$ cat config.mk
export PLATFORM = sky130hd
export DESIGN_NAME = opl_env_top
export DESIGN_NICKNAME = d
export VERILOG_FILES = /design/src/opl_env_pkg.sv /design/src/op_step_if.sv /design/src/env_level_tracker.sv /design/src/env_rate_counter.sv /design/src/op_state_mem.sv /design/src/opl_env_top.sv /design/src/slot_sequencer.sv
export SDC_FILE = /design/constraint.sdc
export NUM_CORES = 2
export LEC_CHECK = 0
export BUFFER_PORTS_ARGS = -buffer_cell sky130_fd_sc_hd__buf_2
export CORE_MARGIN = 8
export CORE_UTILIZATION = 40
export CTS_BUF_LIST = sky130_fd_sc_hd__clkbuf_8
export CTS_CLUSTER_DIAMETER = 120
export DETAILED_ROUTE_END_ITERATION = 7
export MAX_ROUTING_LAYER = met4
export PLACE_DENSITY_LB_ADDON = 0.12
export SLEW_MARGIN = 20
export SYNTH_ARGS = -nofsm -noshare
export SYNTH_HDL_FRONTEND = slang
export SYNTH_HIERARCHICAL = 1
export SYNTH_SLANG_ARGS = --single-unit
$ cat constraint.sdc
create_clock -name clk -period 4.25 [get_ports clk]
set_clock_uncertainty 0.1 [all_clocks]
set_input_delay 0.6375 -clock clk [delete_from_list [all_inputs] [get_ports clk]]
set_output_delay 0.6375 -clock clk [all_outputs]
set_load 0.02 [all_outputs]
$ cat src/opl_env_pkg.sv
// Shared widths, slot counts and payload types for the envelope rate stage.
// Every RTL file imports this package in its module or interface header.

package opl_env_pkg;

    // ============================================================
    // Slot geometry
    // ============================================================

    // Default bank count. The top level parameter of the same name uses it.
    localparam int NUM_BANKS = 2;

    // Default number of operator slots in each bank.
    localparam int OPS_PER_BANK = 18;

    // Address widths for the bank number and the operator number.
    localparam int BANK_W = 1;
    localparam int OP_W   = 5;

    // ============================================================
    // Operator settings
    // ============================================================

    // Frequency number, block and requested envelope rate widths.
    localparam int FNUM_W  = 10;
    localparam int BLOCK_W = 3;
    localparam int RATE_W  = 4;

    // ============================================================
    // Envelope state
    // ============================================================

    // Accumulator, overflow count and attenuation level widths.
    localparam int COUNTER_W = 15;
    localparam int OVF_W     = 3;
    localparam int LEVEL_W   = 9;

    // The per-slot rate accumulator word.
    typedef logic [COUNTER_W-1:0] counter_t;

    // Number of accumulator wraps in one step, 0 to 7.
    typedef logic [OVF_W-1:0] overflow_t;

    // Attenuation level. A larger value means a quieter operator.
    typedef logic [LEVEL_W-1:0] level_t;

    // The level saturates here and never wraps.
    localparam level_t LEVEL_MAX = 9'd511;

    // Upper clamp on the effective rate. It keeps the shift at or below 15.
    localparam int EFF_RATE_MAX = 60;

endpackage

$ cat src/op_step_if.sv
// Bundles that link the pipeline stages of the envelope rate stage.
// op_step_if goes from the slot sequencer to the rate counter, and
// op_ovf_if goes from the rate counter to the level tracker.
`timescale 1ns/1ns

interface op_step_if
    import opl_env_pkg::*;
();
    // One operator step. There is no back-pressure, so a valid step is
    // consumed in the cycle it appears.
    logic               step_valid;
    logic [BANK_W-1:0]  bank;
    logic [OP_W-1:0]    op;
    logic               ksr;
    logic               nts;
    logic [FNUM_W-1:0]  fnum;
    logic [BLOCK_W-1:0] block;
    logic [RATE_W-1:0]  rate;

    modport sender (output step_valid, bank, op, ksr, nts, fnum, block, rate);
    modport receiver (input step_valid, bank, op, ksr, nts, fnum, block, rate);
endinterface

interface op_ovf_if
    import opl_env_pkg::*;
();
    // Overflow count of one slot after its accumulator update.
    logic              ovf_valid;
    logic [BANK_W-1:0] ovf_bank;
    logic [OP_W-1:0]   ovf_op;
    overflow_t         ovf_count;

    modport sender (output ovf_valid, ovf_bank, ovf_op, ovf_count);
    modport receiver (input ovf_valid, ovf_bank, ovf_op, ovf_count);
endinterface

$ cat src/env_level_tracker.sv
// Per-slot attenuation level, raised by each overflow count.
// An overflow at cycle M yields the new level on the outputs at M+2.
`timescale 1ns/1ns

module env_level_tracker
    import opl_env_pkg::*;
#(
    parameter int NUM_BANKS    = opl_env_pkg::NUM_BANKS,
    parameter int OPS_PER_BANK = opl_env_pkg::OPS_PER_BANK
) (
    input  logic              clk,
    input  logic              rst_n,
    op_ovf_if.receiver        ovf,
    output logic              level_valid,
    output logic [BANK_W-1:0] level_bank,
    output logic [OP_W-1:0]   level_op,
    output level_t            level
);
    // ============================================================
    // Stage 1: add the overflow to the stored level
    // ============================================================

    logic              valid_p1;
    logic [BANK_W-1:0] bank_p1;
    logic [OP_W-1:0]   op_p1;
    overflow_t         count_p1;
    level_t            level_p1;
    logic [LEVEL_W:0]  sum_p1;
    level_t            sat_p1;

    always_ff @(posedge clk) begin
        if (!rst_n) begin
            valid_p1 <= 1'b0;
        end else begin
            valid_p1 <= ovf.ovf_valid;
        end
    end

    always_ff @(posedge clk) begin
        bank_p1  <= ovf.ovf_bank;
        op_p1    <= ovf.ovf_op;
        count_p1 <= ovf.ovf_count;
    end

    // One extra bit catches the carry, which then pins the level at the top.
    assign sum_p1 = (LEVEL_W + 1)'(level_p1) + (LEVEL_W + 1)'(count_p1);
    assign sat_p1 = (sum_p1 > LEVEL_MAX) ? LEVEL_MAX : sum_p1[LEVEL_W-1:0];

    // ============================================================
    // Stage 2: write back and present
    // ============================================================

    logic              valid_p2;
    logic [BANK_W-1:0] bank_p2;
    logic [OP_W-1:0]   op_p2;
    level_t            level_p2;

    always_ff @(posedge clk) begin
        if (!rst_n) begin
            valid_p2 <= 1'b0;
        end else begin
            valid_p2 <= valid_p1;
        end
    end

    always_ff @(posedge clk) begin
        bank_p2  <= bank_p1;
        op_p2    <= op_p1;
        level_p2 <= sat_p1;
    end

    // The same register feeds the memory and the outputs, so they agree.
    op_state_mem #(
        .T            (level_t),
        .NUM_BANKS    (NUM_BANKS),
        .OPS_PER_BANK (OPS_PER_BANK)
    ) i_level_mem (
        .clk     (clk),
        .rst_n   (rst_n),
        .we      (valid_p2),
        .wr_bank (bank_p2),
        .wr_op   (op_p2),
        .wr_data (level_p2),
        .rd_en   (ovf.ovf_valid),
        .rd_bank (ovf.ovf_bank),
        .rd_op   (ovf.ovf_op),
        .rd_data (level_p1)
    );

    assign level_valid = valid_p2;
    assign level_bank  = bank_p2;
    assign level_op    = op_p2;
    assign level       = level_p2;
endmodule

$ cat src/env_rate_counter.sv
// Effective envelope rate and per-slot rate accumulator.
// A step at cycle N yields the slot's overflow count at N+2.
`timescale 1ns/1ns

module env_rate_counter
    import opl_env_pkg::*;
#(
    parameter int NUM_BANKS    = opl_env_pkg::NUM_BANKS,
    parameter int OPS_PER_BANK = opl_env_pkg::OPS_PER_BANK
) (
    input  logic         clk,
    input  logic         rst_n,
    op_step_if.receiver  step,
    op_ovf_if.sender     ovf
);
    localparam int EFF_W = $clog2(EFF_RATE_MAX + 1);
    // Wide enough for a full counter plus 7 shifted left by 15.
    localparam int SUM_W = COUNTER_W + OVF_W;

    // ============================================================
    // Stage 0: key scaling and effective rate
    // ============================================================

    logic             split_bit;
    logic [3:0]       ks_raw;
    logic [3:0]       ks_term;
    logic [EFF_W:0]   eff_sum;
    logic [EFF_W-1:0] eff_rate;

    // The keyboard split picks which fnum bit refines the octave.
    assign split_bit = step.nts ? step.fnum[8] : step.fnum[9];

    // Block shifted left by one, with the split bit in the low position.
    assign ks_raw = {step.block, split_bit};

    // Without key scale rate only the top two bits of the term survive.
    assign ks_term = step.ksr ? ks_raw : (ks_raw >> 2);

    assign eff_sum  = (EFF_W + 1)'(ks_term) + (EFF_W + 1)'({step.rate, 2'b00});
    assign eff_rate = (eff_sum > EFF_RATE_MAX) ? EFF_W'(EFF_RATE_MAX) : eff_sum[EFF_W-1:0];

    // ============================================================
    // Stage 1: accumulate
    // ============================================================

    logic              valid_p1;
    logic              nz_p1;
    logic [BANK_W-1:0] bank_p1;
    logic [OP_W-1:0]   op_p1;
    logic [EFF_W-1:0]  eff_rate_p1;
    counter_t          counter_p1;
    logic [SUM_W-1:0]  sum_p1;

    always_ff @(posedge clk) begin
        if (!rst_n) begin
            valid_p1 <= 1'b0;
            nz_p1    <= 1'b0;
        end else begin
            valid_p1 <= step.step_valid;
            nz_p1    <= (step.rate != '0);
        end
    end

    always_ff @(posedge clk) begin
        bank_p1     <= step.bank;
        op_p1       <= step.op;
        eff_rate_p1 <= eff_rate;
    end

    // The low two rate bits set the increment mantissa, the rest the shift.
    assign sum_p1 = SUM_W'(counter_p1) +
                    (SUM_W'({1'b1, eff_rate_p1[1:0]}) << eff_rate_p1[EFF_W-1:2]);

    // ============================================================
    // Stage 2: overflow out and counter write-back
    // ============================================================

    logic              valid_p2;
    logic              nz_p2;
    logic [BANK_W-1:0] bank_p2;
    logic [OP_W-1:0]   op_p2;
    overflow_t         ovf_p2;
    counter_t          counter_p2;

    always_ff @(posedge clk) begin
        if (!rst_n) begin
            valid_p2 <= 1'b0;
            nz_p2    <= 1'b0;
        end else begin
            valid_p2 <= valid_p1;
            nz_p2    <= nz_p1;
        end
    end

    always_ff @(posedge clk) begin
        bank_p2    <= bank_p1;
        op_p2      <= op_p1;
        ovf_p2     <= overflow_t'(sum_p1 >> COUNTER_W);
        counter_p2 <= counter_t'(sum_p1);
    end

    // A slot with rate zero keeps its stored counter.
    op_state_mem #(
        .T            (counter_t),
        .NUM_BANKS    (NUM_BANKS),
        .OPS_PER_BANK (OPS_PER_BANK)
    ) i_counter_mem (
        .clk     (clk),
        .rst_n   (rst_n),
        .we      (valid_p2 && nz_p2),
        .wr_bank (bank_p2),
        .wr_op   (op_p2),
        .wr_data (counter_p2),
        .rd_en   (step.step_valid),
        .rd_bank (step.bank),
        .rd_op   (step.op),
        .rd_data (counter_p1)
    );

    assign ovf.ovf_valid = valid_p2;
    assign ovf.ovf_bank  = bank_p2;
    assign ovf.ovf_op    = op_p2;
    assign ovf.ovf_count = ovf_p2;
endmodule

$ cat src/op_state_mem.sv
// Per-slot state storage, one entry per bank and operator.
// Writes take effect at the clock edge. Reads return one cycle after rd_en.
`timescale 1ns/1ns

module op_state_mem
    import opl_env_pkg::*;
#(
    parameter type T            = counter_t,
    parameter int  NUM_BANKS    = opl_env_pkg::NUM_BANKS,
    parameter int  OPS_PER_BANK = opl_env_pkg::OPS_PER_BANK
) (
    input  logic              clk,
    input  logic              rst_n,
    input  logic              we,
    input  logic [BANK_W-1:0] wr_bank,
    input  logic [OP_W-1:0]   wr_op,
    input  T                  wr_data,
    input  logic              rd_en,
    input  logic [BANK_W-1:0] rd_bank,
    input  logic [OP_W-1:0]   rd_op,
    output T                  rd_data
);
    localparam int DEPTH = NUM_BANKS * OPS_PER_BANK;

    // Banks are laid out one after another in a flat array.
    function automatic int unsigned slot_index(input logic [BANK_W-1:0] b,
                                               input logic [OP_W-1:0] o);
        return int'(b) * OPS_PER_BANK + int'(o);
    endfunction

    T mem_q [DEPTH];

    // The whole array starts at zero so that every slot begins silent.
    always_ff @(posedge clk) begin
        if (!rst_n) begin
            for (int i = 0; i < DEPTH; i++) begin
                mem_q[i] <= '0;
            end
        end else if (we && slot_index(wr_bank, wr_op) < DEPTH) begin
            mem_q[slot_index(wr_bank, wr_op)] <= wr_data;
        end
    end

    // Registered read port. The output holds between reads.
    always_ff @(posedge clk) begin
        if (rd_en && slot_index(rd_bank, rd_op) < DEPTH) begin
            rd_data <= mem_q[slot_index(rd_bank, rd_op)];
        end
    end
endmodule

$ cat src/opl_env_top.sv
// Top level of the envelope rate stage, with plain ports only.
// Settings come in through cfg_we writes, and each sample pulse starts a
// sweep whose levels appear four cycles after each step.
`timescale 1ns/1ns

module opl_env_top
    import opl_env_pkg::*;
#(
    parameter int NUM_BANKS    = opl_env_pkg::NUM_BANKS,
    parameter int OPS_PER_BANK = opl_env_pkg::OPS_PER_BANK
) (
    input  logic               clk,
    input  logic               rst_n,
    input  logic               sample_clk_en,
    input  logic               cfg_we,
    input  logic [BANK_W-1:0]  cfg_bank,
    input  logic [OP_W-1:0]    cfg_op,
    input  logic               cfg_ksr,
    input  logic               cfg_nts,
    input  logic [FNUM_W-1:0]  cfg_fnum,
    input  logic [BLOCK_W-1:0] cfg_block,
    input  logic [RATE_W-1:0]  cfg_rate,
    output logic               level_valid,
    output logic [BANK_W-1:0]  level_bank,
    output logic [OP_W-1:0]    level_op,
    output level_t             level
);
    // The pipelines keep two writes in flight, so a slot must not come back
    // within three cycles of its own step.
    if (NUM_BANKS * OPS_PER_BANK < 3) begin : g_slot_check
        $error("opl_env_top needs at least 3 operator slots");
    end

    op_step_if step_bus ();
    op_ovf_if  ovf_bus ();

    slot_sequencer #(
        .NUM_BANKS    (NUM_BANKS),
        .OPS_PER_BANK (OPS_PER_BANK)
    ) i_slot_sequencer (
        .clk           (clk),
        .rst_n         (rst_n),
        .sample_clk_en (sample_clk_en),
        .cfg_we        (cfg_we),
        .cfg_bank      (cfg_bank),
        .cfg_op        (cfg_op),
        .cfg_ksr       (cfg_ksr),
        .cfg_nts       (cfg_nts),
        .cfg_fnum      (cfg_fnum),
        .cfg_block     (cfg_block),
        .cfg_rate      (cfg_rate),
        .step          (step_bus.sender)
    );

    env_rate_counter #(
        .NUM_BANKS    (NUM_BANKS),
        .OPS_PER_BANK (OPS_PER_BANK)
    ) i_env_rate_counter (
        .clk   (clk),
        .rst_n (rst_n),
        .step  (step_bus.receiver),
        .ovf   (ovf_bus.sender)
    );

    env_level_tracker #(
        .NUM_BANKS    (NUM_BANKS),
        .OPS_PER_BANK (OPS_PER_BANK)
    ) i_env_level_tracker (
        .clk         (clk),
        .rst_n       (rst_n),
        .ovf         (ovf_bus.receiver),
        .level_valid (level_valid),
        .level_bank  (level_bank),
        .level_op    (level_op),
        .level       (level)
    );
endmodule

$ cat src/slot_sequencer.sv
// Holds the operator settings and sweeps every slot once per sample pulse.
// A step leaves on the cycle after the pulse and one slot follows per cycle.
`timescale 1ns/1ns

module slot_sequencer
    import opl_env_pkg::*;
#(
    parameter int NUM_BANKS    = opl_env_pkg::NUM_BANKS,
    parameter int OPS_PER_BANK = opl_env_pkg::OPS_PER_BANK
) (
    input  logic               clk,
    input  logic               rst_n,
    input  logic               sample_clk_en,
    input  logic               cfg_we,
    input  logic [BANK_W-1:0]  cfg_bank,
    input  logic [OP_W-1:0]    cfg_op,
    input  logic               cfg_ksr,
    input  logic               cfg_nts,
    input  logic [FNUM_W-1:0]  cfg_fnum,
    input  logic [BLOCK_W-1:0] cfg_block,
    input  logic [RATE_W-1:0]  cfg_rate,
    op_step_if.sender          step
);
    // ============================================================
    // Settings register file
    // ============================================================

    logic               ksr_q   [NUM_BANKS][OPS_PER_BANK];
    logic               nts_q   [NUM_BANKS][OPS_PER_BANK];
    logic [FNUM_W-1:0]  fnum_q  [NUM_BANKS][OPS_PER_BANK];
    logic [BLOCK_W-1:0] block_q [NUM_BANKS][OPS_PER_BANK];
    logic [RATE_W-1:0]  rate_q  [NUM_BANKS][OPS_PER_BANK];

    // A write to a slot outside the configured geometry is dropped.
    always_ff @(posedge clk) begin
        if (!rst_n) begin
            for (int b = 0; b < NUM_BANKS; b++) begin
                for (int o = 0; o < OPS_PER_BANK; o++) begin
                    ksr_q[b][o]   <= 1'b0;
                    nts_q[b][o]   <= 1'b0;
                    fnum_q[b][o]  <= '0;
                    block_q[b][o] <= '0;
                    rate_q[b][o]  <= '0;
                end
            end
        end else if (cfg_we && cfg_bank < NUM_BANKS && cfg_op < OPS_PER_BANK) begin
            ksr_q[cfg_bank][cfg_op]   <= cfg_ksr;
            nts_q[cfg_bank][cfg_op]   <= cfg_nts;
            fnum_q[cfg_bank][cfg_op]  <= cfg_fnum;
            block_q[cfg_bank][cfg_op] <= cfg_block;
            rate_q[cfg_bank][cfg_op]  <= cfg_rate;
        end
    end

    // ============================================================
    // Sweep counter
    // ============================================================

    logic              busy_q;
    logic [BANK_W-1:0] bank_q;
    logic [OP_W-1:0]   op_q;
    logic              last_op;
    logic              last_bank;

    assign last_op   = (op_q == OP_W'(OPS_PER_BANK - 1));
    assign last_bank = (bank_q == BANK_W'(NUM_BANKS - 1));

    // A pulse only starts a sweep from idle. Pulses seen while busy are lost.
    // The counters rest at slot zero, so the first step needs no preload.
    always_ff @(posedge clk) begin
        if (!rst_n) begin
            busy_q <= 1'b0;
            bank_q <= '0;
            op_q   <= '0;
        end else if (!busy_q) begin
            busy_q <= sample_clk_en;
        end else if (last_op) begin
            op_q <= '0;
            if (last_bank) begin
                bank_q <= '0;
                busy_q <= 1'b0;
            end else begin
                bank_q <= bank_q + 1'b1;
            end
        end else begin
            op_q <= op_q + 1'b1;
        end
    end

    // The step carries the settings as they stand in the cycle it is issued.
    assign step.step_valid = busy_q;
    assign step.bank       = bank_q;
    assign step.op         = op_q;
    assign step.ksr        = ksr_q[bank_q][op_q];
    assign step.nts        = nts_q[bank_q][op_q];
    assign step.fnum       = fnum_q[bank_q][op_q];
    assign step.block      = block_q[bank_q][op_q];
    assign step.rate       = rate_q[bank_q][op_q];
endmodule

# Word level (Yosys, flattened, before mapping)
# Memories as Yosys holds them, arrays and structs flattened. A register that Yosys moved wholly into a read port is not among the register bits.
# Cells that the tools add are included.
# op_classes
mux	74
n_mul	3
order_cmp	9
eq_ne	1
n_reduce_logical	16
add_sub_neg	8
bitwise	2
shift	1
# op_table
cell	n
180-bit 2-to-1 mux	3
72-bit 2-to-1 mux	3
180-bit OR reduction	1
54-bit 2-to-1 mux	3
32-bit by 6-bit less-than comparator with 1-bit output, second input constant	3
18-bit 2-to-1 mux	5
72-bit OR reduction	1
54-bit OR reduction	1
10-bit binary-select mux with 5-bit select	1
10-bit demux with 5-bit select	1
1-bit 2-to-1 mux	36
18-bit OR reduction	2
10-bit 2-to-1 mux	3
6-bit by 5-bit adder with 7-bit output	3
4-bit binary-select mux with 5-bit select	1
4-bit demux with 5-bit select	1
15-bit by 18-bit adder with 18-bit output	1
3-bit by 4-bit left shift with 18-bit output	1
4-bit 2-to-1 mux	4
3-bit binary-select mux with 5-bit select	1
3-bit demux with 5-bit select	1
1-bit by 4-bit multiplier with 5-bit output, second input constant	3
15-bit 2-to-1 mux	1
15-bit OR reduction	1
21 further kinds	33
# word_totals
mem_bits_rw	1548
n_memories	7
regBits	73
output_inout_bits	16
word_cells	143
# memory_table
memory	words	width	rd	rd_clocked_by_memory_dff	write_ports	line	source
i_env_rate_counter.i_counter_mem.mem_q	36	15	1	1	36	op_state_mem.sv:31	T mem_q [DEPTH];
i_slot_sequencer.fnum_q	2	180	1	1	2	slot_sequencer.sv:30	logic [FNUM_W-1:0] fnum_q [NUM_BANKS][OPS_PER_BANK];
i_env_level_tracker.i_level_mem.mem_q	36	9	1	1	36	op_state_mem.sv:31	
i_slot_sequencer.rate_q	2	72	1	1	2	slot_sequencer.sv:32	logic [RATE_W-1:0] rate_q [NUM_BANKS][OPS_PER_BANK];
i_slot_sequencer.block_q	2	54	1	1	2	slot_sequencer.sv:31	logic [BLOCK_W-1:0] block_q [NUM_BANKS][OPS_PER_BANK];
i_slot_sequencer.ksr_q	2	18	1	1	2	slot_sequencer.sv:28	logic ksr_q [NUM_BANKS][OPS_PER_BANK];
1 more memories	n/a	n/a	n/a	n/a	n/a	n/a	

# Longest topological paths before layout
# depth
depth_word	9
mapped_depth	18
mapped_depth_nobuf	14

# Hierarchy
# Netlist, hierarchy kept.
# by_module_without_submodules
module	cells_each	seq_area_each_um2	n_inst	area_per_inst_um2
op_state_mem (i_env_rate_counter.i_counter_mem)	2453	29278.1	1	41723.8
slot_sequencer	1726	20679.8	1	29834.9
op_state_mem (i_env_level_tracker.i_level_mem)	1473	17566.8	1	25365.6
env_rate_counter	218	800.8	1	1993.2
env_level_tracker	64	520.5	1	805.8

# Worst setup path before layout
# No wires, ideal clock.
# synth_timing
path_kind	input-to-reg
from	input port cfg_op[1]
to	memory i_slot_sequencer/block_q[0][30] (netlist bit) (enable)
setup_time_ps	422
arrival_time_ps	3007
cell_stages	6
t_required_ps	3728
path_slack_ps	721
path_cell_list	buf_2 o31ai_1 and3_1 buf_4 nand4b_4 o21ai_0
# synth_rtl
element	line	source
from (decl)	opl_env_top.sv:17	input logic [OP_W-1:0] cfg_op,
to (decl)	slot_sequencer.sv:31	

==> flow_summary.ini <==
[global_routing]
overflow = 0
grt_pass1_vias = 48960
track_usage_pct = 19.28
antenna_found_initial = 9
grt_max_degree = 70
grt_pass1_wl_mm = 329.5

[drt]
drtPass1Iterations = 7
routed_via_density = 5.112
via_count = 48110
post_drt_wl_per_cell_um = 23.88
drc_errors = 0
wl_mm = 224.8
drt_iter0_drc = 3941
drtAntennaViolNets = 0

[timing]
period_share_pct = 89.26
rsz0062_at_grt = false
worstMarginPinSlew_ps = 1019
layout_min_cycle_time_ps = 3794
setup_viol = 0
report.final.slew_viol_count = 0
tns_ps = 0
relSlewSlack_pct = 31.80
fmax_ghz = 0.2636
hold_viol_final = 0

[cts]
cts.repair.resized = 0
root_buffer = clkbuf_8
clkSlewWorstSetupHoldPaths_ps = 60
cts_setup_buffers = 0
cts_buffer_depth = 4
cts_sinks = 2030
cts_buffers = 366
cts_tree = done
htreeDepth = 5
clk-insertion-delay-late_ps = 1030
hold_buffers = 7

[yosys]
syn_area_per_cell_um2 = 16.55
syn_area_um2 = 87810
synth_cells = 5307
yosys_warnings = 6

[critical_path]
worst_ep_required_time_ps = 5090
crit_fanout = 13
ff2ff_path_depth = 14
max_stage_delay_ps = 530
cp.arrival_ps = 4640
reg2reg_setup_slack_ps = 460
worstSetupPathType = reg2reg
cp-end-kind = flop
cp_cell_sequence = buf_12, buf_4, mux4_2, mux2i_1, a221oi_2, a21oi_1, a21oi_1, ha_1, fa_1, a21o_1, nand2_1, a21boi_0, a41oi_1, nor2b_1
r2r-end = i_env_rate_counter/eff_rate_p1[1]$_SDFF_PN0_
slowest_stage = mux4_2
crit_path_start_kind = flop
crit_path_frequent_cell = a21oi_1

[power]
ir_drop_v = 0.0004444
power_leakage_uw = 0.03641
p_per_area_nw_per_um2 = 475.1

[layout]
layout.cells.non_filler = 9412
fin_nets = 6340
final_util_pct = 46.12
drive_gt1_share_pct = 19.46
area_growth_pct = 14.96

[outcome]
outcome = finished clean

[floorplan]
fp.dieArea_um2 = 234800
die_height_um = 484.5
rows = 172
dieWidth_um = 484.5
start_util_pct = 40.12
core_um2 = 218900
ios = 45

[placement]
post-dp-hpwl_mm = 139.0
gp_congestion = 0.8449
place_inst = 8770
io_buffers = 36

[worst_hold_path]
min_path_cells = 2
hp-start = cfg_block[2]
hold_path.class = in2reg
worstHoldEndpoint = i_slot_sequencer/block_q[0][53]$_SDFFCE_PN0P_

[flow_run]
drv_cap = 0
==> flip-flops by register name (all words and copies together) (netlist names), 3 cells and up, named ones only <==
name and cells:
i_env_rate_counter/i_counter_mem/mem_q 960, i_env_level_tracker/i_level_mem/mem_q 576, i_env_rate_counter/eff_rate_p1 6, i_env_rate_counter/op_p1 5, i_env_level_tracker/level 9, i_slot_sequencer/nts_q 36, i_slot_sequencer/rate_q 144, i_env_level_tracker/op_p1 5
i_slot_sequencer/step.op 5, i_env_level_tracker/level_op 5, i_slot_sequencer/ksr_q 36, i_env_level_tracker/i_level_mem/rd_data 9, i_env_rate_counter/ovf.ovf_op 5, i_slot_sequencer/fnum_q 72, i_env_rate_counter/counter_p2 15, i_env_level_tracker/count_p1 3
i_slot_sequencer/block_q 108, i_env_rate_counter/ovf.ovf_count 3, i_env_rate_counter/i_counter_mem/rd_data 15
==> worst max path at each step <==
stage	start	to	slack, ps	depth (start not counted)
2_1_floorplan	i_slot_sequencer/step.op[1]$_SDFFE_PN0P_	i_env_rate_counter/eff_rate_p1[0]$_SDFF_PN0_	810	14
3_3_place_gp	flop	i_env_rate_counter/eff_rate_p1[1]$_SDFF_PN0_	500	14
3_5_place_dp	flop	i_env_rate_counter/eff_rate_p1[1]$_SDFF_PN0_	510	14
4_1_cts	flop	i_env_rate_counter/eff_rate_p1[1]$_SDFF_PN0_	470	14
5_1_grt	flop	i_env_rate_counter/eff_rate_p1[1]$_SDFF_PN0_	370	14
6_report	flop	i_env_rate_counter/eff_rate_p1[1]$_SDFF_PN0_	460	14
==> placed cells by master (no fill, tap or decap), types with 10 or more instances in the layout <==
master and instances:
edfxtp_1 1954, and2_1 1076, conb_1 672, mux4_2 417
clkbuf_8 383, buf_4 273, mux2i_1 197, nand2_1 177
nor2_1 165, inv_1 155, o21ai_0 90, clkinv_1 82
a21oi_1 78, nand3_1 61, dfxtp_1 48, a22oi_1 45
o22ai_1 41, and3_1 39, a221oi_1 35, buf_2 35
o21ai_1 33, ha_1 30, nor2b_1 29, dfxtp_2 25
a31oi_1 23, nor3_1 23, nand2b_1 22, clkinv_2 20
buf_12 19, nor2_2 18, xnor2_1 15, o211ai_1 12
or4_1 11, and4_1 11, xor2_1 10, mux4_1 10
a211oi_1 10
==> metal layers <==
metal,wire length [um],track usage [%],part of all wire [%],up-vias
met4,6753,5.832,3.0,0
met2,105900,30.18,47,1284
met1,100500,26.30,45,24790
met3,11660,2.903,5.2,440
met5,0,-,0,-
li1,-,-,-,21600
==> worst max-delay path: cells and delay by family (launching register included) <==
family / cells / cell delay, ps
AOI/OAI and AO/OA: 6 / 980
muxes: 2 / 860
adders and majority gates: 2 / 700
buffers and inverters: 2 / 430
DFF: 1 / 370
and+or+nand+nor: 2 / 240
==> per-stage QoR <==
step	worst slack (ps)	hold WS [ps]	cell area, um2	total power (uW)
after global routing	366.2	87.06	100900	50060
after CTS	473.6	36.16	100900	48750
after detailed placement	508.0	212.1	94490	32090
final	456.3	153.4	100900	47960
after floorplan	807.4	209.6	90330	29370
after global placement	497.5	210.5	94480	31930
==> report_power, final <==
group	total, uW	switching [uW]	internal [uW]
logic	5640	3670	1970
registers	25900	1050	24800
clock network	16400	7920	8500
total	48000	12600	35300
==> layout make-up <==
class                      count  area (um2)
tap                         2871        3592
inverter                      25       93.84
sequential                  2030       60240
antenna                        4       10.01
fill                       19380      117900
multi-input combinational   3517       27950
timing repair buffer         334        2675
clock buffer                 383        5271
clock inverter               248        1109
No activity file was read; power rests on OpenSTA's default activity.
